[src/rtl/merge_sort_config.svh]
`ifndef MERGE_SORT_CONFIG_SVH
`define MERGE_SORT_CONFIG_SVH

// Block geometry
`define MS_NUM_RECORDS 8
`define MS_COLUMNS     3
`define MS_BYTE_W      8

// FIFO depths between tree levels
// First level holds one sorted pair
`define MS_PAIR_DEPTH  2
// Second level holds one run of four
`define MS_RUN4_DEPTH  4

`endif

[src/rtl/merge_sort_pkg.sv]
`default_nettype none

`include "merge_sort_config.svh"

package merge_sort_pkg;

    // One column of a record
    typedef logic [`MS_BYTE_W-1:0] byte_t;

    // Column 0 sits in the low byte
    typedef byte_t [`MS_COLUMNS-1:0] record_t;

    // Record 0 sits in the low bits
    typedef record_t [`MS_NUM_RECORDS-1:0] block_t;

    // Sort key of a record from column 0 or column 1
    function automatic byte_t key_of(input record_t rec, input logic key_sel);
        byte_t key;
        if (key_sel) begin
            key = rec[1];
        end else begin
            key = rec[0];
        end
        return key;
    endfunction

endpackage

`default_nettype wire

[src/rtl/record_stream_if.sv]
`timescale 1ns/10ps
`default_nettype none

// Valid/ready record stream between tree stages
interface record_stream_if
    import merge_sort_pkg::*;
#(
    parameter type T = record_t
) ();

    logic valid;
    T     data;
    // Final record of a run
    logic last;
    logic ready;

    // Producer side
    modport source (
        output valid,
        output data,
        output last,
        input  ready
    );

    // Consumer side
    modport sink (
        input  valid,
        input  data,
        input  last,
        output ready
    );

endinterface

`default_nettype wire

[src/rtl/pair_sorter.sv]
`timescale 1ns/10ps
`default_nettype none

module pair_sorter
    import merge_sort_pkg::*;
(
    input  logic            clk,
    input  logic            rst,
    input  logic            load,
    input  logic            key_sel,
    input  record_t         rec_a,
    input  record_t         rec_b,
    record_stream_if.source out
);

    typedef enum logic [1:0] {
        IDLE,
        SEND_LO,
        SEND_HI
    } state_t;

    state_t  state;
    record_t lo_q;
    record_t hi_q;
    logic    swap;

    // rec_b leads only on a strictly smaller key
    assign swap = key_of(rec_b, key_sel) < key_of(rec_a, key_sel);

    // Ordered pair captured on load
    always_ff @(posedge clk) begin
        if (load) begin
            lo_q <= swap ? rec_b : rec_a;
            hi_q <= swap ? rec_a : rec_b;
        end
    end

    always_ff @(posedge clk) begin
        if (rst) begin
            state <= IDLE;
        end else if (load) begin
            state <= SEND_LO;
        end else begin
            case (state)
                SEND_LO: if (out.ready) state <= SEND_HI;
                SEND_HI: if (out.ready) state <= IDLE;
                default: state <= IDLE;
            endcase
        end
    end

    // Two-record run with last on the larger one
    assign out.valid = (state != IDLE);
    assign out.data  = (state == SEND_HI) ? hi_q : lo_q;
    assign out.last  = (state == SEND_HI);

endmodule

`default_nettype wire

[src/rtl/run_fifo.sv]
`timescale 1ns/10ps
`default_nettype none

module run_fifo
    import merge_sort_pkg::*;
#(
    parameter type T     = record_t,
    parameter int  DEPTH = 2
) (
    input  logic            clk,
    input  logic            rst,
    record_stream_if.sink   in,
    record_stream_if.source out
);

    localparam int PW = (DEPTH > 1) ? $clog2(DEPTH) : 1;
    localparam int CW = $clog2(DEPTH + 1);

    T              mem      [DEPTH];
    logic          last_mem [DEPTH];
    logic [PW-1:0] wr_ptr;
    logic [PW-1:0] rd_ptr;
    logic [CW-1:0] count;
    logic          do_wr;
    logic          do_rd;

    // Wrap for depths that are not a power of two
    function automatic logic [PW-1:0] next_ptr(input logic [PW-1:0] ptr);
        logic [PW-1:0] nxt;
        if (ptr == PW'(DEPTH - 1)) begin
            nxt = '0;
        end else begin
            nxt = ptr + PW'(1);
        end
        return nxt;
    endfunction

    assign in.ready  = (count != CW'(DEPTH));
    assign out.valid = (count != '0);
    assign out.data  = mem[rd_ptr];
    assign out.last  = last_mem[rd_ptr];

    assign do_wr = in.valid && in.ready;
    assign do_rd = out.valid && out.ready;

    // Storage
    always_ff @(posedge clk) begin
        if (do_wr) begin
            mem[wr_ptr]      <= in.data;
            last_mem[wr_ptr] <= in.last;
        end
    end

    // Pointers and occupancy
    always_ff @(posedge clk) begin
        if (rst) begin
            wr_ptr <= '0;
            rd_ptr <= '0;
            count  <= '0;
        end else begin
            if (do_wr) begin
                wr_ptr <= next_ptr(wr_ptr);
            end
            if (do_rd) begin
                rd_ptr <= next_ptr(rd_ptr);
            end
            case ({do_wr, do_rd})
                2'b10:   count <= count + CW'(1);
                2'b01:   count <= count - CW'(1);
                default: count <= count;
            endcase
        end
    end

endmodule

`default_nettype wire

[src/rtl/run_merger.sv]
`timescale 1ns/10ps
`default_nettype none

module run_merger
    import merge_sort_pkg::*;
#(
    parameter int RUN_LEN = 2
) (
    input  logic            clk,
    input  logic            rst,
    input  logic            key_sel,
    record_stream_if.sink   left,
    record_stream_if.sink   right,
    record_stream_if.source out
);

    localparam int            CW       = $clog2(2 * RUN_LEN + 1);
    localparam logic [CW-1:0] LEN      = CW'(RUN_LEN);
    localparam logic [CW-1:0] LAST_IDX = CW'(2 * RUN_LEN - 1);

    logic [CW-1:0] cnt_l;
    logic [CW-1:0] cnt_r;
    logic          l_more;
    logic          r_more;
    logic          adv;
    logic          take_l;
    logic          take_r;
    logic          final_rec;

    logic          out_vld_q;
    logic          out_last_q;
    record_t       out_data_q;

    assign l_more = (cnt_l != LEN);
    assign r_more = (cnt_r != LEN);

    // Output register is free or empties this cycle
    assign adv = !out_vld_q || out.ready;

    // Left head wins ties for stability
    always_comb begin
        take_l = 1'b0;
        take_r = 1'b0;
        if (adv) begin
            if (l_more && r_more) begin
                if (left.valid && right.valid) begin
                    if (key_of(right.data, key_sel) < key_of(left.data, key_sel)) begin
                        take_r = 1'b1;
                    end else begin
                        take_l = 1'b1;
                    end
                end
            end else if (l_more) begin
                // Right side spent
                take_l = left.valid;
            end else if (r_more) begin
                take_r = right.valid;
            end
        end
    end

    assign left.ready  = take_l;
    assign right.ready = take_r;

    assign final_rec = (cnt_l + cnt_r) == LAST_IDX;

    always_ff @(posedge clk) begin
        if (rst) begin
            out_vld_q  <= 1'b0;
            out_last_q <= 1'b0;
            cnt_l      <= '0;
            cnt_r      <= '0;
        end else if (take_l || take_r) begin
            out_vld_q  <= 1'b1;
            out_last_q <= final_rec;
            if (final_rec) begin
                // Ready for the next pair of runs
                cnt_l <= '0;
                cnt_r <= '0;
            end else if (take_l) begin
                cnt_l <= cnt_l + CW'(1);
            end else begin
                cnt_r <= cnt_r + CW'(1);
            end
        end else if (out.ready) begin
            out_vld_q <= 1'b0;
        end
    end

    always_ff @(posedge clk) begin
        if (take_l) begin
            out_data_q <= left.data;
        end else if (take_r) begin
            out_data_q <= right.data;
        end
    end

    assign out.valid = out_vld_q;
    assign out.data  = out_data_q;
    assign out.last  = out_last_q;

endmodule

`default_nettype wire

[src/rtl/merge_sort_top.sv]
`timescale 1ns/10ps
`default_nettype none

`include "merge_sort_config.svh"

module merge_sort_top
    import merge_sort_pkg::*;
(
    input  logic   clk,
    input  logic   rst,
    input  logic   start,
    input  logic   key_sel,
    input  block_t data_in,
    output block_t data_out,
    output logic   busy,
    output logic   sorted
);

    localparam int NUM_PAIRS = `MS_NUM_RECORDS / 2;
    localparam int NUM_RUN4  = `MS_NUM_RECORDS / 4;
    localparam int IDX_W     = $clog2(`MS_NUM_RECORDS);

    logic             accept;
    logic             key_q;
    logic [IDX_W-1:0] idx;

    // Sorter to FIFO and FIFO to merger on each level
    record_stream_if #(.T(record_t)) pair_s [NUM_PAIRS] ();
    record_stream_if #(.T(record_t)) pair_f [NUM_PAIRS] ();
    record_stream_if #(.T(record_t)) run4_s [NUM_RUN4] ();
    record_stream_if #(.T(record_t)) run4_f [NUM_RUN4] ();
    record_stream_if #(.T(record_t)) final_s ();

    // A start during a sort is ignored
    assign accept = start && !busy;

    //////////////////////////////////////////////////
    // First level of sorted pairs
    //////////////////////////////////////////////////

    for (genvar g = 0; g < NUM_PAIRS; g++) begin : g_pair
        // Raw key select is sampled on the accept edge
        pair_sorter u_sorter (
            .clk     (clk),
            .rst     (rst),
            .load    (accept),
            .key_sel (key_sel),
            .rec_a   (data_in[2*g]),
            .rec_b   (data_in[2*g+1]),
            .out     (pair_s[g])
        );

        run_fifo #(.T(record_t), .DEPTH(`MS_PAIR_DEPTH)) u_fifo (
            .clk (clk),
            .rst (rst),
            .in  (pair_s[g]),
            .out (pair_f[g])
        );
    end

    //////////////////////////////////////////////////
    // Second level with runs of four
    //////////////////////////////////////////////////

    for (genvar g = 0; g < NUM_RUN4; g++) begin : g_run4
        run_merger #(.RUN_LEN(2)) u_merger (
            .clk     (clk),
            .rst     (rst),
            .key_sel (key_q),
            .left    (pair_f[2*g]),
            .right   (pair_f[2*g+1]),
            .out     (run4_s[g])
        );

        run_fifo #(.T(record_t), .DEPTH(`MS_RUN4_DEPTH)) u_fifo (
            .clk (clk),
            .rst (rst),
            .in  (run4_s[g]),
            .out (run4_f[g])
        );
    end

    //////////////////////////////////////////////////
    // Third level merging the full block
    //////////////////////////////////////////////////

    run_merger #(.RUN_LEN(4)) u_final_merger (
        .clk     (clk),
        .rst     (rst),
        .key_sel (key_q),
        .left    (run4_f[0]),
        .right   (run4_f[1]),
        .out     (final_s)
    );

    //////////////////////////////////////////////////
    // Collector
    //////////////////////////////////////////////////

    // No back-pressure at the top
    assign final_s.ready = 1'b1;

    always_ff @(posedge clk) begin
        if (rst) begin
            busy   <= 1'b0;
            sorted <= 1'b0;
            key_q  <= 1'b0;
            idx    <= '0;
        end else if (accept) begin
            busy   <= 1'b1;
            sorted <= 1'b0;
            key_q  <= key_sel;
            idx    <= '0;
        end else if (busy && final_s.valid) begin
            idx <= idx + IDX_W'(1);
            // Eighth record closes the sort
            if (final_s.last) begin
                busy   <= 1'b0;
                sorted <= 1'b1;
            end
        end
    end

    // Output block only moves during a sort
    always_ff @(posedge clk) begin
        if (busy && final_s.valid) begin
            data_out[idx] <= final_s.data;
        end
    end

endmodule

`default_nettype wire

[config.mk]
export PLATFORM = sky130hd
export DESIGN_NAME = merge_sort_top
export DESIGN_NICKNAME = d
export VERILOG_FILES = /design/src/rtl/merge_sort_pkg.sv /design/src/rtl/record_stream_if.sv /design/src/rtl/pair_sorter.sv /design/src/rtl/run_fifo.sv /design/src/rtl/run_merger.sv /design/src/rtl/merge_sort_top.sv
export VERILOG_INCLUDE_DIRS = /design/src /design/src/rtl
export SDC_FILE = /design/constraint.sdc
export NUM_CORES = 1
export LEC_CHECK = 0
export ABC_AREA = 1
export BUFFER_PORTS_ARGS = -buffer_cell sky130_fd_sc_hd__buf_2
export CAP_MARGIN = 20
export CORE_ASPECT_RATIO = 1.25
export CORE_MARGIN = 1
export CORE_UTILIZATION = 40
export CTS_CLUSTER_SIZE = 20
export DETAILED_ROUTE_END_ITERATION = 8
export GPL_TIMING_DRIVEN = 0
export HOLD_SLACK_MARGIN = 0.12
export PLACE_DENSITY = 0.67
export SLEW_MARGIN = 20
export SYNTH_ARGS = -nofsm -noshare
export SYNTH_HDL_FRONTEND = slang
export SYNTH_SLANG_ARGS = --single-unit
export TNS_END_PERCENT = 10
[constraint.sdc]
create_clock -name clk -period 24.6 [get_ports clk]
set_clock_uncertainty 0.1 [all_clocks]
set_input_delay 1.23 -clock clk [delete_from_list [all_inputs] [get_ports clk]]
set_output_delay 1.23 -clock clk [all_outputs]
set_load 0.005 [all_outputs]
==> impl_metrics.env, run 1 <==
export IMPL_globalplace_congestion=0.890
export IMPL_dp_cells=4758
export IMPL_cp_top_family="simple AND/OR/NAND/NOR gates"
export IMPL_timing_worst_setup_path_type="flop to flop"
export IMPL_cp_start_kind="flop"
export IMPL_maxCapViolations=0
export IMPL_grt_max_degree=30
export IMPL_portBuffers=387
export IMPL_htree_levels=3
export IMPL_nNetsFinal=3925
export IMPL_synth_simple_gate_area_share_pct=10.7
export IMPL_finalCriticalPeriod_ns=4.58
export IMPL_clk_path_buf_depth=3
export IMPL_routed_wirelength_mm=88.6
export IMPL_num_rows=125
export IMPL_via_per_inst=4.99
export IMPL_grt_pass1_vias=23777
export IMPL_p_leak_nw=17.3
export IMPL_clk_pin_slew_ns=0.06
export IMPL_synth_compound_area_share_pct=8.62
export IMPL_final_cell_mix="840 x edfxtp_1, 702 x nand2_1, 422 x buf_2"
export IMPL_drtPass1Iterations=5
export IMPL_post_cts_buffers=0
export IMPL_critPathRequiredTime_ns=25.00
export IMPL_hold_viol=0
export IMPL_path_common_cell="nand2_1"
export IMPL_setup_violations=0
export IMPL_layout_cells_non_filler=4923
export IMPL_clockRootBuffer="clkbuf_16"
export IMPL_cp_max_fo=26
export IMPL_wire_per_inst_um=18.0
export IMPL_finalMaxSlewViolations=0
export IMPL_p_total_mw=3.58
export IMPL_die_height_um=346
export IMPL_drcViolationCount=0
export IMPL_coreArea_sq_um=93400
export IMPL_cts_sinks=916
export IMPL_end_kind="flop"
export IMPL_crit_chain="buf_2, buf_1, buf_2, mux2i_1, o21ai_0, ha_1, a21oi_1, nor2_1, a211oi_1, nand3_1, nand2_1, nand3_1, nand2_1, nand2_1, nand2_1, a21oi_1"
export IMPL_grt_use_total_pct=18.2
export IMPL_synthCells=3142
export IMPL_ant_nets=0
export IMPL_ys_seq_area_share_pct=70.6
export IMPL_grt_first_pass_wirelength_mm=135
export IMPL_cts_tree="done"
export IMPL_yosysWarnings=0
export IMPL_drtIter0Drc=1758
export IMPL_dieArea_sq_um=95900
export IMPL_final_setup_tns_ns=0
export IMPL_syn_nets=3426
export IMPL_rr_worst_depth=16
export IMPL_cp_slowest_stage_delay_ns=0.81
export IMPL_hold_path_depth=1
export IMPL_layout_commonest_cell="edfxtp_1"
export IMPL_insertion_delay_ns=0.67
export IMPL_min_from="g_pair[0].u_fifo.rd_ptr"
export IMPL_antenna_found_initial=3
export IMPL_rsz0062_at_grt="no"
export IMPL_ys_seq_elements=916
export IMPL_min_period_over_period_pct=18.6
export IMPL_syn_to_final_growth_pct=19.2
export IMPL_fmax_mhz=218
export IMPL_path_buf_inv=3
export IMPL_cts_resized=0
export IMPL_ir_worst_vdd_uv=45.8
export IMPL_vias=24589
export IMPL_relSlewSlack_pct=32.2
export IMPL_cts_buffers=87
export IMPL_initial_core_util_pct=40.6
export IMPL_cpMaxStageDelayCell="nand2_1"
export IMPL_synth_top_family_by_area="simple AND/OR/NAND/NOR gates"
export IMPL_status="finished, final reports clean"
export IMPL_min_path_type="flop to flop"
export IMPL_avgSynthCellArea_sq_um=12.1
export IMPL_die_x_um=277
export IMPL_ys_types=39
export IMPL_ctsHoldBuffers=0
export IMPL_crit_arrival_ns=4.98
export IMPL_syn_area_sq_um=37900
export IMPL_overflow=0
export IMPL_power_density_nw_per_um2=79.3
export IMPL_synthXorXnorAreaFrac_pct=0.370
export IMPL_tightest_slew_ns=1.02
export IMPL_hpwl_mm=65.4
export IMPL_synthAdderAreaFrac_pct=3.01
export IMPL_worst_path_stages=16
export IMPL_drive_above_1_share_pct=18.4
export IMPL_muxShareOfSynthArea_pct=2.66
export IMPL_io_pins=390
[worst paths after layout]
| path | endpoint | slack, ns |
|---|---|---|
| worst max register to register | g_run4[1].u_merger.cnt_l[2] | 20.02 |
| worst min register to register | g_pair[0].u_fifo.rd_ptr | 0.35 |
| worst min-delay path | g_pair[0].u_fifo.rd_ptr | 0.35 |
| worst max-delay path | g_run4[1].u_merger.cnt_l[2] | 20.02 |
[registers in the layout (all words and copies together), names as in the netlist, 3 cells and up, named ones only]
register                  count
data_out                    192
idx                           3
g_pair.u_fifo.count           8
g_pair.u_sorter.state         8
g_run4.u_merger.cnt_r         6
g_run4.u_merger.cnt_l         6
u_final_merger.out.data      24
g_pair.u_fifo.wr_ptr          4
g_run4.u_merger.out.data     48
g_run4.u_fifo.mem           192
g_pair.u_fifo.mem           192
g_run4.u_fifo.wr_ptr          4
u_final_merger.cnt_r          4
g_pair.u_sorter.lo_q         96
u_final_merger.cnt_l          4
g_pair.u_sorter.hi_q         96
g_run4.u_fifo.count           6
g_pair.u_fifo.rd_ptr          4
g_run4.u_fifo.rd_ptr          4
[metal layers]
metal  GRT usage, %  share of wire (%)  routed length (um)
met1           22.4                 41               36000
met5              0              0.010                   9
met2           32.3                 51               44900
met3           2.41                5.4                4780
met4           7.48                3.4                2990
[logic make-up after synthesis]
kind of cell / after synthesis
AND/OR/NAND/NOR: 1042
multiplexers: 96
buffers and inverters: 376
XOR/XNOR: 16
adder cells (fa/ha/maj): 88
AO/OA/AOI/OAI: 608
flip-flops: 916
[synthesized netlist by cell type]
master | count | area, sq um
inv_1 | 225 | 845
a31oi_1 | 17 | 106
dfxtp_1 | 76 | 1520
mux2i_1 | 58 | 581
o211ai_1 | 20 | 150
ha_1 | 83 | 1040
o21bai_2 | 1 | 11.3
or2_2 | 1 | 6.26
o21ai_1 | 25 | 125
xnor2_1 | 3 | 26.3
a31o_2 | 1 | 8.76
inv_4 | 2 | 12.5
fa_1 | 5 | 100
xor2_1 | 13 | 114
a21oi_1 | 195 | 976
nand2_2 | 3 | 18.8
edfxtp_1 | 840 | 25200
buf_1 | 8 | 30.0
nand3b_1 | 1 | 7.51
inv_2 | 9 | 33.8
o21ai_0 | 295 | 1480
clkbuf_1 | 84 | 315
o22ai_1 | 30 | 188
nand2_4 | 3 | 33.8
o21a_1 | 1 | 7.51
a21o_1 | 1 | 7.51
nand2_1 | 703 | 2640
nand3_1 | 63 | 315
buf_6 | 6 | 67.6
buf_4 | 7 | 52.6
buf_2 | 35 | 175
nand4_1 | 6 | 37.5
a32o_1 | 15 | 150
a211oi_1 | 5 | 37.5
a31o_1 | 1 | 8.76
nor2_1 | 259 | 972
o211a_1 | 1 | 10.0
and3_1 | 3 | 18.8
mux2_2 | 38 | 428
[final cells by class]
type,count,area (sq um)
Fill cell,8110,48200
Multi-Input combinational cell,1850,9790
Timing Repair Buffer,410,2500
Tap cell,1206,1510
Antenna cell,2,5.00
Clock inverter,67,836
Inverter,236,891
Buffer,140,641
Clock buffer,96,2230
Sequential cell,916,26700
[power by group]
group	internal, mW	total, mW	switching (mW)
registers	1.80	1.82	0.0254
logic	0.106	0.332	0.226
clock network	0.840	1.42	0.581
[metrics by stage]
| step | hold WS [ns] | setup WS (ns) | instance area, sq um | utilization (%) |
|---|---|---|---|---|
| after floorplan | 0.322 | 13.56 | 37900 | - |
| after global placement | 0.336 | 7.01 | 41300 | 44.3 |
| after detailed placement | 0.342 | 19.50 | 42100 | 45.1 |
| after CTS | 0.355 | 19.98 | 45100 | 48.3 |
| after global routing | 0.379 | 19.55 | 45100 | 48.3 |
| final | 0.353 | 20.02 | 45100 | 48.3 |
Note: power is estimated with default switching activity, not from simulation.
==> inputs of run 2 (changes only) <==
--- a/config.mk
+++ b/config.mk
@@ -16,7 +16,7 @@
 export DETAILED_ROUTE_END_ITERATION = 8
 export GPL_TIMING_DRIVEN = 0
 export HOLD_SLACK_MARGIN = 0.12
-export PLACE_DENSITY = 0.67
+export PLACE_DENSITY = 0.69
 export SLEW_MARGIN = 20
 export SYNTH_ARGS = -nofsm -noshare
 export SYNTH_HDL_FRONTEND = slang
==> constraint.sdc (replaced) <==
create_clock -name clk -period 3.7 [get_ports clk]
set_clock_uncertainty 0.1 [all_clocks]
set_input_delay 0.185 -clock clk [delete_from_list [all_inputs] [get_ports clk]]
set_output_delay 0.185 -clock clk [all_outputs]
set_load 0.005 [all_outputs]
==> run 2 against run 1 <==
Net effect:
- setup slack got worse by 20 ns
- via count increased by 5.8%
- core utilization increased by 2.6 points
- global-route usage increased by 1.1 points
- register-to-register slack got worse by 20 ns
- largest cell class unchanged
- clock-buffer cell count increased by 25
- combinational power increased to 7.5 times the previous value
- clock power increased to 6.1 times the previous value
- hold slack got worse by 0.14 ns
- wire length increased by 6.3%
- cell area increased by 5.4%
- sequential share of layout area decreased by 3.0 points
==> impl_metrics.env, run 2 (synthesized netlist as in run 1, its figures left out) <==
export IMPL_hold_path_depth=3
export IMPL_cts_buffers=88
export IMPL_rr_endpoint="g_pair[2].u_fifo.count[1]"
export IMPL_finalMaxSlewViolations=0
export IMPL_grt_first_pass_wirelength_mm=143
export IMPL_relSlewSlack_pct=37.3
export IMPL_portBuffers=387
export IMPL_drcViolationCount=0
export IMPL_cp_start_kind="flop"
export IMPL_via_per_inst=5.05
export IMPL_timing_worst_setup_path_type="flop to flop"
export IMPL_tightest_slew_ns=0.938
export IMPL_finalCriticalPeriod_ns=3.59
export IMPL_drtPass1Iterations=8
export IMPL_crit_arrival_ns=4.07
export IMPL_ant_nets=0
export IMPL_nNetsFinal=4149
export IMPL_layout_cells_non_filler=5147
export IMPL_globalplace_congestion=0.901
export IMPL_dp_cells=4758
export IMPL_fmax_mhz=279
export IMPL_cts_tree="done"
export IMPL_antenna_found_initial=5
export IMPL_drive_above_1_share_pct=19.2
export IMPL_cts_sinks=916
export IMPL_die_x_um=277
export IMPL_min_from="key_sel"
export IMPL_maxCapViolations=0
export IMPL_nFillCells=7856
export IMPL_setup_violations=0
export IMPL_min_period_over_period_pct=96.9
export IMPL_syn_to_final_growth_pct=25.6
export IMPL_p_leak_nw=18.3
export IMPL_num_rows=125
export IMPL_ir_worst_vdd_uv=318
export IMPL_grt_use_total_pct=19.3
export IMPL_grt_max_degree=32
export IMPL_hold_viol=0
export IMPL_grt_pass1_vias=25486
export IMPL_min_path_type="input pin to flop"
export IMPL_rrSetupSlack_ns=0.11
export IMPL_drtIter0Drc=2068
export IMPL_insertion_delay_ns=0.65
export IMPL_hpwl_mm=65.8
export IMPL_final_cell_mix="840 x edfxtp_1, 700 x nand2_1, 417 x buf_2"
export IMPL_htree_levels=3
export IMPL_utilization_pct=50.9
export IMPL_worst_hold_slack_ns=0.214
export IMPL_reg_top3="data_out: 192 flops, g_pair.u_fifo.mem: 192 flops, g_run4.u_fifo.mem: 192 flops"
export IMPL_clk_path_buf_depth=3
export IMPL_power_density_nw_per_um2=490
export IMPL_coreArea_sq_um=93400
export IMPL_p_total_mw=23.3
export IMPL_layout_commonest_cell="edfxtp_1"
export IMPL_initial_core_util_pct=40.6
export IMPL_dieArea_sq_um=95900
export IMPL_end_kind="flop"
export IMPL_die_height_um=346
export IMPL_cp_max_fo=10
export IMPL_clockRootBuffer="clkbuf_16"
export IMPL_hold_path_end="key_q"
export IMPL_wire_per_inst_um=18.3
export IMPL_rr_worst_depth=21
export IMPL_vias=26005
export IMPL_io_pins=390
export IMPL_status="finished, final reports clean"
export IMPL_routed_wirelength_mm=94.2
export IMPL_clk_pin_slew_ns=0.06
export IMPL_rsz0062_at_grt="yes"
export IMPL_critPathRequiredTime_ns=4.18
export IMPL_overflow=0
-- run 2: layout make-up --
| type | instances | area, sq um | area share (%) |
|---|---|---|---|
| sequential | 916 | 26800 | 56.2 |
| multi-input combinational | 1850 | 10000 | 21.1 |
| timing repair buffer | 638 | 4780 | 10.1 |
| clock buffer | 121 | 2380 | 5.00 |
| tap | 1206 | 1510 | 3.17 |
| inverter | 236 | 901 | 1.89 |
| buffer | 135 | 820 | 1.72 |
| clock inverter | 41 | 395 | 0.831 |
| antenna | 4 | 10.0 | 0.0210 |
-- run 2: layer usage --
metal | up-vias | part of all wire (%) | GRT usage, %
met2 | 1021 | 50 | 34.2
li1 | 12465 | - | -
met4 | 0 | 4.5 | 10.0
met5 | - | 0 | 0
met3 | 250 | 5.6 | 2.75
met1 | 12269 | 40 | 22.7
-- run 2: worst max-delay path by stage --
| stage | endpoint | slack (ns) | startpoint | depth (start not counted) |
|---|---|---|---|---|
| after CTS | g_run4[0].u_fifo.count[2] | -0.05 | flop | 23 |
| after detailed placement | g_run4[1].u_merger.cnt_l[0] | -0.93 | flop | 16 |
| final | g_pair[2].u_fifo.count[1] | 0.11 | flop | 21 |
| after global routing | g_pair[2].u_fifo.count[1] | -0.16 | flop | 23 |
| after floorplan | g_pair[2].u_sorter.state[1] | -0.37 | busy | 4 |
| after global placement | idx[0] | -2.81 | start | 6 |
-- run 2: per-stage QoR --
stage | setup TNS (ns) | worst slack, ns | area [sq um]
3_5_place_dp | -90.71 | -0.927 | 42100
3_3_place_gp | -350.66 | -2.81 | 41300
4_1_cts | -0.0472 | -0.0472 | 47200
6_report | 0 | 0.113 | 47600
2_1_floorplan | -9.73 | -0.368 | 37900
5_1_grt | -0.680 | -0.162 | 47600
-- run 2: report_power, final --
part,switching (mW),internal (mW),total [mW]
clock network,3.79,4.89,8.68
registers,0.178,12.0,12.1
logic,1.57,0.919,2.49
total,5.54,17.8,23.3
-- run 2: critical path, stage by stage (launching register included) --
cell and delay [ns]:
dfxtp_1 0.31, buf_4 0.17, buf_2 0.32, mux2i_1 0.39, nand2_1 0.08, nand2_1 0.08, ha_1 0.25, nand2_1 0.10
nor2_1 0.06, a211oi_2 0.21, nand2_1 0.09, nand2_1 0.06, nand2_1 0.07, nand2_4 0.15, inv_2 0.09, buf_2 0.20
ha_1 0.30, inv_1 0.08, nand2_1 0.06, nor2_1 0.11, o21ai_0 0.08, a21oi_1 0.13
-- run 2: repair_timing --
item	4_1_cts	5_1_grt
buffers inserted	1	12
hold buffers	213	0
gates resized for setup	79	114
endpoints found under the hold margin	220	0
cloned	0	2
endpoints found under the setup margin	147	98
pin swaps	1	16
